==> config.mk <==
export PLATFORM = sky130hd
export DESIGN_NAME = zxuno_regbank
export DESIGN_NICKNAME = d
export VERILOG_FILES = /design/src/zxuno_pkg.sv /design/src/zxuno_regaddr.sv /design/src/coreid.sv /design/src/config_regs.sv /design/src/rasterint_ctrl.sv /design/src/zxuno_regbank.sv
export SDC_FILE = /design/constraint.sdc
export NUM_CORES = 1
export LEC_CHECK = 0
export BUFFER_PORTS_ARGS = -buffer_cell sky130_fd_sc_hd__buf_2
export CORE_ASPECT_RATIO = 1.4
export CORE_MARGIN = 2
export CORE_UTILIZATION = 51
export DETAILED_ROUTE_END_ITERATION = 7
export PLACE_DENSITY = 0.87
export SYNTH_ARGS = -nofsm -noshare
export SYNTH_HDL_FRONTEND = slang
export SYNTH_SLANG_ARGS = --single-unit
==> constraint.sdc <==
create_clock -name cpuclkplain -period 5 [get_ports cpuclkplain]
set_input_delay 0.75 -clock cpuclkplain [delete_from_list [all_inputs] [get_ports cpuclkplain]]
set_output_delay 0.75 -clock cpuclkplain [all_outputs]
set_load 0.01 [all_outputs]
==> src/zxuno_pkg.sv <==
package zxuno_pkg;

   // -------------------------------------------------------------------------
   // CPU I/O ports of the register bank
   // -------------------------------------------------------------------------
   localparam logic [15:0] zxuno_addr_port = 16'hFC3B;
   localparam logic [15:0] zxuno_data_port = 16'hFD3B;

   // Register numbers behind the data port
   localparam logic [7:0] reg_scandblctrl = 8'h0B;
   localparam logic [7:0] reg_rasterline  = 8'h0C;
   localparam logic [7:0] reg_rasterctrl  = 8'h0D;
   localparam logic [7:0] reg_devoptions  = 8'h0E;
   localparam logic [7:0] reg_devopts2    = 8'h0F;
   localparam logic [7:0] reg_scratch     = 8'hFE;
   localparam logic [7:0] reg_coreid      = 8'hFF;

   // -------------------------------------------------------------------------
   // Core identification string
   // -------------------------------------------------------------------------
   localparam int coreid_len   = 8;
   localparam int coreid_sel_w = $clog2(coreid_len);
   // One extra state for the terminating zero
   localparam int coreid_idx_w = $clog2(coreid_len + 1);
   localparam logic [coreid_idx_w-1:0] coreid_end = coreid_idx_w'(coreid_len);
   // Element 0 holds the first character
   localparam logic [0:coreid_len-1][7:0] coreid_text = "ZXREGB01";

   // -------------------------------------------------------------------------
   // Register byte layouts
   // -------------------------------------------------------------------------
   typedef struct packed {
      logic disable_spisd;
      logic enable_timexmmu;
      logic disable_romsel1f;
      logic disable_romsel7f;
      logic disable_1ffd;
      logic disable_7ffd;
      logic disable_turboay;
      logic disable_ay;
   } devoptions_flags_t;

   typedef union packed {
      logic [7:0]        raw;
      devoptions_flags_t flags;
   } devoptions_t;

   // Reserved bits are kept and returned on read
   typedef struct packed {
      logic [4:0] reserved;
      logic       disable_radas;
      logic       disable_timexscr;
      logic       disable_ulaplus;
   } devopts2_flags_t;

   typedef union packed {
      logic [7:0]      raw;
      devopts2_flags_t flags;
   } devopts2_t;

   typedef struct packed {
      logic [1:0] turbo_enable;
      logic       reserved;
      logic [2:0] freq_option;
      logic       scanlines_enable;
      logic       vga_enable;
   } scandblctrl_flags_t;

   typedef union packed {
      logic [7:0]         raw;
      scandblctrl_flags_t flags;
   } scandblctrl_t;

endpackage

==> src/zxuno_regaddr.sv <==
module zxuno_regaddr (
   input  logic        cpuclkplain,
   input  logic        reset,
   input  logic [15:0] a,
   input  logic        iorq_n,
   input  logic        rd_n,
   input  logic        wr_n,
   input  logic [7:0]  din,
   output logic [7:0]  zxuno_addr,
   output logic        zxuno_regrd,
   output logic        zxuno_regwr,
   output logic        regaddr_changed,
   output logic [7:0]  addr_dout,
   output logic        addr_oe_n
);

   logic addr_sel;
   logic data_sel;
   logic addr_wr;
   logic addr_wr_q;

   // Full 16-bit port decode
   assign addr_sel = !iorq_n && (a == zxuno_pkg::zxuno_addr_port);
   assign data_sel = !iorq_n && (a == zxuno_pkg::zxuno_data_port);
   assign addr_wr  = addr_sel && !wr_n;

   // Data port strobes seen by every register block
   assign zxuno_regrd = data_sel && !rd_n;
   assign zxuno_regwr = data_sel && !wr_n;

   // High only in the first cycle of an address write,
   // so a held strobe still gives a single pulse
   assign regaddr_changed = addr_wr && !addr_wr_q;

   always_ff @(posedge cpuclkplain) begin
      if (reset) begin
         zxuno_addr <= 8'h00;
         addr_wr_q  <= 1'b0;
      end else begin
         addr_wr_q <= addr_wr;
         if (addr_wr) begin
            zxuno_addr <= din;
         end
      end
   end

   // Read-back of the current register number
   assign addr_dout = zxuno_addr;
   assign addr_oe_n = !(addr_sel && !rd_n);

endmodule

==> src/coreid.sv <==
module coreid (
   input  logic       cpuclkplain,
   input  logic       reset,
   input  logic [7:0] zxuno_addr,
   input  logic       zxuno_regrd,
   input  logic       regaddr_changed,
   output logic [7:0] dout,
   output logic       oe_n
);

   logic [zxuno_pkg::coreid_idx_w-1:0] idx;
   logic [zxuno_pkg::coreid_sel_w-1:0] char_sel;
   logic                               id_rd;
   logic                               id_rd_q;
   logic                               at_end;

   assign id_rd  = zxuno_regrd && (zxuno_addr == zxuno_pkg::reg_coreid);
   assign at_end = (idx == zxuno_pkg::coreid_end);

   // Index moves on at the end of the first cycle of each read access.
   // It parks on the terminator until the address is written again
   always_ff @(posedge cpuclkplain) begin
      if (reset) begin
         idx     <= '0;
         id_rd_q <= 1'b0;
      end else begin
         id_rd_q <= id_rd;
         if (regaddr_changed) begin
            idx <= '0;
         end else if (id_rd && !id_rd_q && !at_end) begin
            idx <= idx + 1'b1;
         end
      end
   end

   assign char_sel = idx[zxuno_pkg::coreid_sel_w-1:0];

   // Zero byte once the string is exhausted
   always_comb begin
      if (at_end) begin
         dout = 8'h00;
      end else begin
         dout = zxuno_pkg::coreid_text[char_sel];
      end
   end

   assign oe_n = !id_rd;

endmodule

==> src/config_regs.sv <==
module config_regs (
   input  logic       cpuclkplain,
   input  logic       reset,
   input  logic [7:0] zxuno_addr,
   input  logic       zxuno_regrd,
   input  logic       zxuno_regwr,
   input  logic [7:0] din,
   output logic [7:0] dout,
   output logic       oe_n,
   output logic       disable_ay,
   output logic       disable_turboay,
   output logic       disable_7ffd,
   output logic       disable_1ffd,
   output logic       disable_romsel7f,
   output logic       disable_romsel1f,
   output logic       enable_timexmmu,
   output logic       disable_spisd,
   output logic       disable_ulaplus,
   output logic       disable_timexscr,
   output logic       disable_radas,
   output logic       vga_enable,
   output logic       scanlines_enable,
   output logic [2:0] freq_option,
   output logic [1:0] turbo_enable
);

   logic [7:0]              scratch;
   zxuno_pkg::devoptions_t  devoptions;
   zxuno_pkg::devopts2_t    devopts2;
   zxuno_pkg::scandblctrl_t scandblctrl;
   logic                    hit;

   // -------------------------------------------------------------------------
   // Register writes
   // -------------------------------------------------------------------------
   always_ff @(posedge cpuclkplain) begin
      if (reset) begin
         scratch         <= 8'h00;
         devoptions.raw  <= 8'h00;
         devopts2.raw    <= 8'h00;
         scandblctrl.raw <= 8'h00;
      end else if (zxuno_regwr) begin
         case (zxuno_addr)
            zxuno_pkg::reg_scratch:     scratch         <= din;
            zxuno_pkg::reg_devoptions:  devoptions.raw  <= din;
            zxuno_pkg::reg_devopts2:    devopts2.raw    <= din;
            zxuno_pkg::reg_scandblctrl: scandblctrl.raw <= din;
            default: ;
         endcase
      end
   end

   // -------------------------------------------------------------------------
   // Read-back of the addressed byte
   // -------------------------------------------------------------------------
   always_comb begin
      dout = 8'hFF;
      hit  = 1'b1;
      case (zxuno_addr)
         zxuno_pkg::reg_scratch:     dout = scratch;
         zxuno_pkg::reg_devoptions:  dout = devoptions.raw;
         zxuno_pkg::reg_devopts2:    dout = devopts2.raw;
         zxuno_pkg::reg_scandblctrl: dout = scandblctrl.raw;
         default:                    hit  = 1'b0;
      endcase
   end

   assign oe_n = !(zxuno_regrd && hit);

   // Device enable flags
   assign disable_ay       = devoptions.flags.disable_ay;
   assign disable_turboay  = devoptions.flags.disable_turboay;
   assign disable_7ffd     = devoptions.flags.disable_7ffd;
   assign disable_1ffd     = devoptions.flags.disable_1ffd;
   assign disable_romsel7f = devoptions.flags.disable_romsel7f;
   assign disable_romsel1f = devoptions.flags.disable_romsel1f;
   assign enable_timexmmu  = devoptions.flags.enable_timexmmu;
   assign disable_spisd    = devoptions.flags.disable_spisd;

   assign disable_ulaplus  = devopts2.flags.disable_ulaplus;
   assign disable_timexscr = devopts2.flags.disable_timexscr;
   assign disable_radas    = devopts2.flags.disable_radas;

   // Scandoubler and CPU speed control
   assign vga_enable       = scandblctrl.flags.vga_enable;
   assign scanlines_enable = scandblctrl.flags.scanlines_enable;
   assign freq_option      = scandblctrl.flags.freq_option;
   assign turbo_enable     = scandblctrl.flags.turbo_enable;

endmodule

==> src/rasterint_ctrl.sv <==
module rasterint_ctrl (
   input  logic       cpuclkplain,
   input  logic       reset,
   input  logic [7:0] zxuno_addr,
   input  logic       zxuno_regrd,
   input  logic       zxuno_regwr,
   input  logic [7:0] din,
   input  logic       raster_int_in_progress,
   output logic [7:0] dout,
   output logic       oe_n,
   output logic [8:0] raster_line,
   output logic       rasterint_enable,
   output logic       vretraceint_disable
);

   logic hit;

   // Line low byte in $0C, line bit 8 and enables in $0D
   always_ff @(posedge cpuclkplain) begin
      if (reset) begin
         raster_line         <= 9'd0;
         rasterint_enable    <= 1'b0;
         vretraceint_disable <= 1'b0;
      end else if (zxuno_regwr) begin
         if (zxuno_addr == zxuno_pkg::reg_rasterline) begin
            raster_line[7:0] <= din;
         end else if (zxuno_addr == zxuno_pkg::reg_rasterctrl) begin
            raster_line[8]      <= din[0];
            rasterint_enable    <= din[1];
            vretraceint_disable <= din[2];
         end
      end
   end

   // Control read also reports a raster interrupt being serviced
   always_comb begin
      dout = 8'hFF;
      hit  = 1'b1;
      case (zxuno_addr)
         zxuno_pkg::reg_rasterline: begin
            dout = raster_line[7:0];
         end
         zxuno_pkg::reg_rasterctrl: begin
            dout = {4'b0000, raster_int_in_progress, vretraceint_disable,
                    rasterint_enable, raster_line[8]};
         end
         default: begin
            hit = 1'b0;
         end
      endcase
   end

   assign oe_n = !(zxuno_regrd && hit);

endmodule

==> src/zxuno_regbank.sv <==
module zxuno_regbank (
   input  logic        cpuclkplain,
   input  logic        reset,
   input  logic [15:0] a,
   input  logic        iorq_n,
   input  logic        rd_n,
   input  logic        wr_n,
   input  logic [7:0]  din,
   input  logic        raster_int_in_progress,
   output logic [7:0]  dout,
   output logic        oe_n,
   output logic        disable_ay,
   output logic        disable_turboay,
   output logic        disable_7ffd,
   output logic        disable_1ffd,
   output logic        disable_romsel7f,
   output logic        disable_romsel1f,
   output logic        enable_timexmmu,
   output logic        disable_spisd,
   output logic        disable_ulaplus,
   output logic        disable_timexscr,
   output logic        disable_radas,
   output logic        vga_enable,
   output logic        scanlines_enable,
   output logic [2:0]  freq_option,
   output logic [1:0]  turbo_enable,
   output logic [8:0]  raster_line,
   output logic        rasterint_enable,
   output logic        vretraceint_disable
);

   // Shared register bus
   logic [7:0] zxuno_addr;
   logic       zxuno_regrd;
   logic       zxuno_regwr;
   logic       regaddr_changed;

   // Read sources
   logic [7:0] addr_dout;
   logic       addr_oe_n;
   logic [7:0] coreid_dout;
   logic       coreid_oe_n;
   logic [7:0] cfg_dout;
   logic       cfg_oe_n;
   logic [7:0] raster_dout;
   logic       raster_oe_n;

   zxuno_regaddr regaddr_inst (
      .cpuclkplain, .reset, .a, .iorq_n, .rd_n, .wr_n, .din,
      .zxuno_addr, .zxuno_regrd, .zxuno_regwr, .regaddr_changed,
      .addr_dout, .addr_oe_n
   );

   coreid coreid_inst (
      .cpuclkplain, .reset, .zxuno_addr, .zxuno_regrd, .regaddr_changed,
      .dout (coreid_dout),
      .oe_n (coreid_oe_n)
   );

   config_regs config_regs_inst (
      .cpuclkplain, .reset, .zxuno_addr, .zxuno_regrd, .zxuno_regwr, .din,
      .dout (cfg_dout),
      .oe_n (cfg_oe_n),
      .disable_ay, .disable_turboay, .disable_7ffd, .disable_1ffd,
      .disable_romsel7f, .disable_romsel1f, .enable_timexmmu, .disable_spisd,
      .disable_ulaplus, .disable_timexscr, .disable_radas,
      .vga_enable, .scanlines_enable, .freq_option, .turbo_enable
   );

   rasterint_ctrl rasterint_inst (
      .cpuclkplain, .reset, .zxuno_addr, .zxuno_regrd, .zxuno_regwr, .din,
      .raster_int_in_progress,
      .dout (raster_dout),
      .oe_n (raster_oe_n),
      .raster_line, .rasterint_enable, .vretraceint_disable
   );

   // -------------------------------------------------------------------------
   // CPU read multiplexer
   // -------------------------------------------------------------------------
   // First active source wins
   always_comb begin
      oe_n = 1'b0;
      case (1'b0)
         addr_oe_n:   dout = addr_dout;
         coreid_oe_n: dout = coreid_dout;
         cfg_oe_n:    dout = cfg_dout;
         raster_oe_n: dout = raster_dout;
         default: begin
            // Idle bus
            dout = 8'hFF;
            oe_n = 1'b1;
         end
      endcase
   end

endmodule

======== Word level (Yosys, flattened, before mapping) ========
Memories as Yosys holds them, arrays and structs flattened.
Index checks and enable logic that the tools add are counted.
W data, S select, Z words.
operators by class
  equality and inequality tests ........... 10
  $add $sub $neg .......................... 1
  order comparisons ....................... 1
  muxes and demuxes ....................... 15
  bitwise operators ....................... 2
  reductions and logical operators ........ 27
operator list
  operator                count
  $mux W8                 7
  $eq A8 B4 Y1 const B    5
  $eq A16 B16 Y1 const B  2
  $pmux W8 S4             1
  $eq A8 B8 Y1 const B    2
  $pmux W8 S2             1
  $logic_and A1 B1 Y1     12
  $reduce_and A2 Y1       5
  $logic_not A1 Y1        6
  $mux W1                 6
  $add A4 B1 Y4 const B   1
  $eq A4 B4 Y1 const B    1
  $ge A4 B4 Y1 const B    1
  $not A3 Y4              1
  $reduce_or A2 Y1        2
  $reduce_or A4 Y1        1
  $reduce_and A3 Y1       1
  $not A1 Y1              1
storage, ports and cells
  logic and storage cells ................. 69
  input port bits ......................... 30
  bits in read-only memories .............. 64
  memories ................................ 1
  register bits after elaboration ......... 57
memories
  memory           depth  bits a word  read ports  clocked after memory_dff  wr ports  RTL line      text
  (no name shown)  8      8            1           0                         0         coreid.sv:43  dout = zxuno_pkg::coreid_text[char_sel];

======== Logic depth before layout (Yosys ltp) ========
  depth after elaboration ................. 8
  depth in mapped cells ................... 7
  depth with buffers taken out ............ 7

======== Hierarchy ========
From an unflattened synthesis, not the netlist that was laid out.
second synthesis, totals
  cells, all modules ...................... 389
  area, all modules ....................... 3241.9 um^2
by module, submodules not included
  module          times used  cells each  area each (um^2)
  config_regs     1           181         1564.0
  rasterint_ctrl  1           68          621.8
  zxuno_regaddr   1           59          479.2
  coreid          1           45          356.6
  zxuno_regbank   1           36          220.2

======== Worst setup path after synthesis ========
No wires, ideal clock.
  path type ............................... input to output
  start point ............................. input port a[6]
  end point ............................... output port dout[7]
  required time ........................... 4.250 ns
  slack ................................... 2.099 ns
  data arrival time ....................... 2.151 ns
  stages .................................. 6
  buffers on the path ..................... 1
  cell sequence ........................... nand4bb_1 -> nor4_2 -> nor2b_1 -> buf_2 -> a21boi_0 -> o21ai_1
between the ends
  longest elaborated chain between the ends .. 8
  elaborated cells between the ends (all ways) .. 13
RTL lines
  item                   RTL line              text
  start, declared        zxuno_regbank.sv:4    input logic [15:0] a,
  $eq A16 B16 Y1         zxuno_regaddr.sv:24   assign data_sel = !iorq_n && (a == zxuno_pkg::zxuno_data_port);
  $logic_and A1 B1 Y1    zxuno_regaddr.sv:24
  $logic_and A1 B1 Y1    zxuno_regaddr.sv:28   assign zxuno_regrd = data_sel && !rd_n;
  $logic_and A1 B1 Y1    rasterint_ctrl.sv:53  assign oe_n = !(zxuno_regrd && hit);
  $mux W8 (3 in series)  zxuno_regbank.sv:84   case (1'b0)
  $mux W8 (*)            zxuno_regbank.sv:84
  end, declared          zxuno_regbank.sv:10   output logic [7:0] dout,
Mark *: on every way between the ends. The rest lies on a longest branch, timed or not.

======== Final worst setup path ========
  start point ............................. register regaddr_inst.zxuno_addr[0] (netlist: regaddr_inst.addr_dout[0])
  end point ............................... output port dout[4]
between the ends
  longest elaborated chain between the ends .. 8
  elaborated cells between the ends (all ways) .. 20
RTL lines
  item                        RTL line              text
  start, declared             zxuno_regaddr.sv:9    output logic [7:0] zxuno_addr,
  start signal, assigned      zxuno_regaddr.sv:42   zxuno_addr <= din;
  $eq A8 B4 Y1                rasterint_ctrl.sv:39  case (zxuno_addr)
  $reduce_or A2 Y1 (no line)  --
  $mux W1                     rasterint_ctrl.sv:39
  $logic_and A1 B1 Y1         rasterint_ctrl.sv:53
  $mux W8 (2 in series)       zxuno_regbank.sv:84
  $mux W8 (*) (2 in series)   zxuno_regbank.sv:84
Marked as above.

==> out/qor.yml <==
outcome: "finished clean"
diodes: 0
dp_hpwl_um: 5970
layout.nets: 441
rsz0062_at_grt: "false"
sw_frac_of_total: 0.231
worst_pin_slew_ns: 1.03
drt_wl_total_um: 8580
via_count: 3009
p_switching_w: 0.000221
drv_slew: 0
fmax_ghz: 0.263
power.total_w: 0.000958
dieArea_um2: 6660
overflow: 0
ctsResizeCount: 0
crit_fanout: 22
gp_congestion: 0.838
slew_headroom: 0.312
root_buffer: "clkbuf_8"
cap_violations: 0
netlist_area_um2: 3070
fin_crit_ns: 3.80
synth_top_flop_cell: "dfxtp_1"
ys_types: 51
pwr-share-comb: 0.044
dr.pass1.iters: 7
final.period_utilization: 0.761
die_x_um: 69.6
total_leakage_power_nw: 1.55
ys.warnings.count: 0
wl_per_cell_um: 17.8
start_kind: "flop"
path_class: "flop to primary output"
drcViolationCount: 0
crit_required_ns: 4.25
htreeDepth: 3
start_util: 0.527
grt_pass1_vias: 2872
clk_pin_slew_ns: 0.07
p_per_area_nw_per_um2: 267
finalSetupViolCount: 0
syn_inst: 355
grt_antenna_before_repair: 0
p_int_w: 0.000737
p_seq_frac: 0.474
hold_buffers: 0
track_usage: 0.266
cts_made_buffers: 9
boundaryPins: 68
numPortBuffers: 67
area_delta_synth_final_pct: 17.0
ant_nets: 0
synth_edf_count: 0
peakVddDrop_mv: 0.172
grt_pass1_wl_um: 13700
worstPathArrival_ns: 3.05
crit_path_end_kind: "primary output"
fin_skew_ns: 0.00964
whs_ns: 0.501
drive_above_1_share: 0.235
finalHoldViolCount: 0
postSynthAreaPerCell_um2: 8.64
dieHeight_um: 95.8
async_flop_share: 0
cts.sinks: 57
cts_setup_buffers: 0
grt_max_degree: 58
clk_latency_ns: 0.35
cts_tree: "done"
avgViaCountPerCell: 6.23
reg2reg_depth: 5
hold_path.class: "flop to flop"
whs_path_depth: 2
core-area_um2: 5820
drt-initial-drc-count: 296
clockBufferDepth: 2
rows: 33
finalSetupTns_ns: 0
p_clk_frac: 0.483
synth-seq-cells: 57
yosysSeqAreaShare: 0.372
syn-num-nets: 388
==> stage by stage <==
stage / util / std cells / cell area, µm² / worst slack (ns)
6_report: 0.616 / 483 / 3590 / 1.20
5_1_grt: 0.616 / 483 / 3590 / 0.882
2_1_floorplan: - / 355 / 3070 / 2.10
4_1_cts: 0.616 / 483 / 3590 / 1.35
3_5_place_dp: 0.579 / 467 / 3370 / 1.36
3_3_place_gp: 0.579 / 467 / 3370 / 1.42
==> kinds of logic after synthesis <==
| family | after synthesis | share of synthesized area |
|---|---|---|
| mux | 53 | 0.175 |
| compound gates | 64 | 0.137 |
| fa+ha+maj | 3 | 0.0122 |
| xor+xnor | 1 | 0.00286 |
| flops | 57 | 0.372 |
| simple gates | 144 | 0.251 |
| buf+inv | 33 | 0.0493 |
==> cells in the mapped netlist (all sizes together), types with 4 or more instances <==
library cell	instances	area, µm²
dfxtp	57	1140
nor2	57	214
mux2i	47	470
nand2	26	97.6
a21oi	19	95.1
clkbuf	15	56.3
nand3	14	75.1
buf	11	68.8
o21ai	11	55.1
inv	7	26.3
a211oi	6	45.0
mux2	6	67.6
nand3b	6	45.0
nor3	6	35.0
nand4	5	31.3
nor2b	5	31.3
nor4	5	52.6
and3	4	25.0
nand4bb	4	45.0
o221ai	4	35.0
==> layout make-up <==
| type | count | area [µm²] |
|---|---|---|
| multi-input cells | 265 | 1780 |
| repair buffers | 68 | 343 |
| clock buffers | 12 | 165 |
| flip-flops and latches | 57 | 1140 |
| clock inverters | 4 | 50.0 |
| fillers | 522 | 2230 |
| inverters | 7 | 26.3 |
| well taps | 70 | 87.6 |
==> registers in the layout, summed over array words and instances, names as in the netlist <==
signal	flops
regaddr_inst.addr_wr_q	1
config_regs_inst.devopts2	8
regaddr_inst.addr_dout	8
coreid_inst.id_rd_q	1
config_regs_inst.scratch	8
coreid_inst.idx	4
config_regs_inst.devoptions	8
rasterint_inst.vretraceint_disable	1
rasterint_inst.raster_line	9
config_regs_inst.scandblctrl	8
rasterint_inst.rasterint_enable	1
==> power by group through the flow <==
| stage | registers (W) | logic (W) | clock network [W] |
|---|---|---|---|
| final | 0.000454 | 0.0000418 | 0.000463 |
| after global routing | 0.000454 | 0.0000440 | 0.000482 |
| after CTS | 0.000454 | 0.0000408 | 0.000460 |
| after detailed placement | 0.000464 | 0.0000405 | 0 |
| after global placement | 0.000464 | 0.0000401 | 0 |
| after floorplan | 0.000464 | 0.0000173 | 0 |
==> final timing paths <==
check | slack [ns] | end | startpoint
setup / recovery | 1.20 | dout[4] | regaddr_inst.addr_dout[0]$_SDFFE_PP0N_
hold / removal | 0.50 | config_regs_inst.scratch[4]$_SDFFE_PP0P_ | config_regs_inst.scratch[4]$_SDFFE_PP0P_
setup reg to reg | 2.43 | config_regs_inst.scratch[3]$_SDFFE_PP0P_ | regaddr_inst.addr_dout[2]$_SDFFE_PP0N_
hold reg to reg | 0.50 | config_regs_inst.scratch[4]$_SDFFE_PP0P_ | config_regs_inst.scratch[4]$_SDFFE_PP0P_
==> layer usage <==
metal | vias to the layer above | share of wire | GRT usage
met5 | - | 0 | 0
met4 | 0 | 0.045 | 0.185
met3 | 40 | 0.081 | 0.0607
met2 | 159 | 0.49 | 0.464
met1 | 1417 | 0.38 | 0.288
li1 | 1393 | - | -
==> cell usage in the layout, fill, tap and decap left out, types with 2 or more instances in the layout <==
cell type,count
o22ai_1,3
a21oi_1,19
a31oi_1,3
a211oi_1,6
nor2b_1,5
nand2_1,26
mux2i_1,47
nand4bb_1,4
mux2_2,6
o21ai_1,3
clkinvlp_4,2
ha_1,3
buf_2,67
a2111oi_0,3
clkbuf_8,12
nand4_1,5
nor3_1,5
inv_1,7
o21ai_0,8
nor4_1,3
and3_1,4
and4b_1,2
nand4b_1,3
dfxtp_1,57
o21a_1,2
nor2_1,57
nand3b_1,6
o311ai_0,2
nand3_1,13
a2bb2oi_1,3
or3_1,2
o221ai_1,4
==> worst max-delay path, stage by stage, from the launching register on <==
cell	delay (ns)
dfxtp_1	0.81
buf_4	0.36
nor2_1	0.07
nor2_1	0.18
nand2_1	0.19
a2111oi_0	0.66
o221ai_1	0.24
buf_2	0.19
No activity file was read; power rests on OpenSTA's default activity.
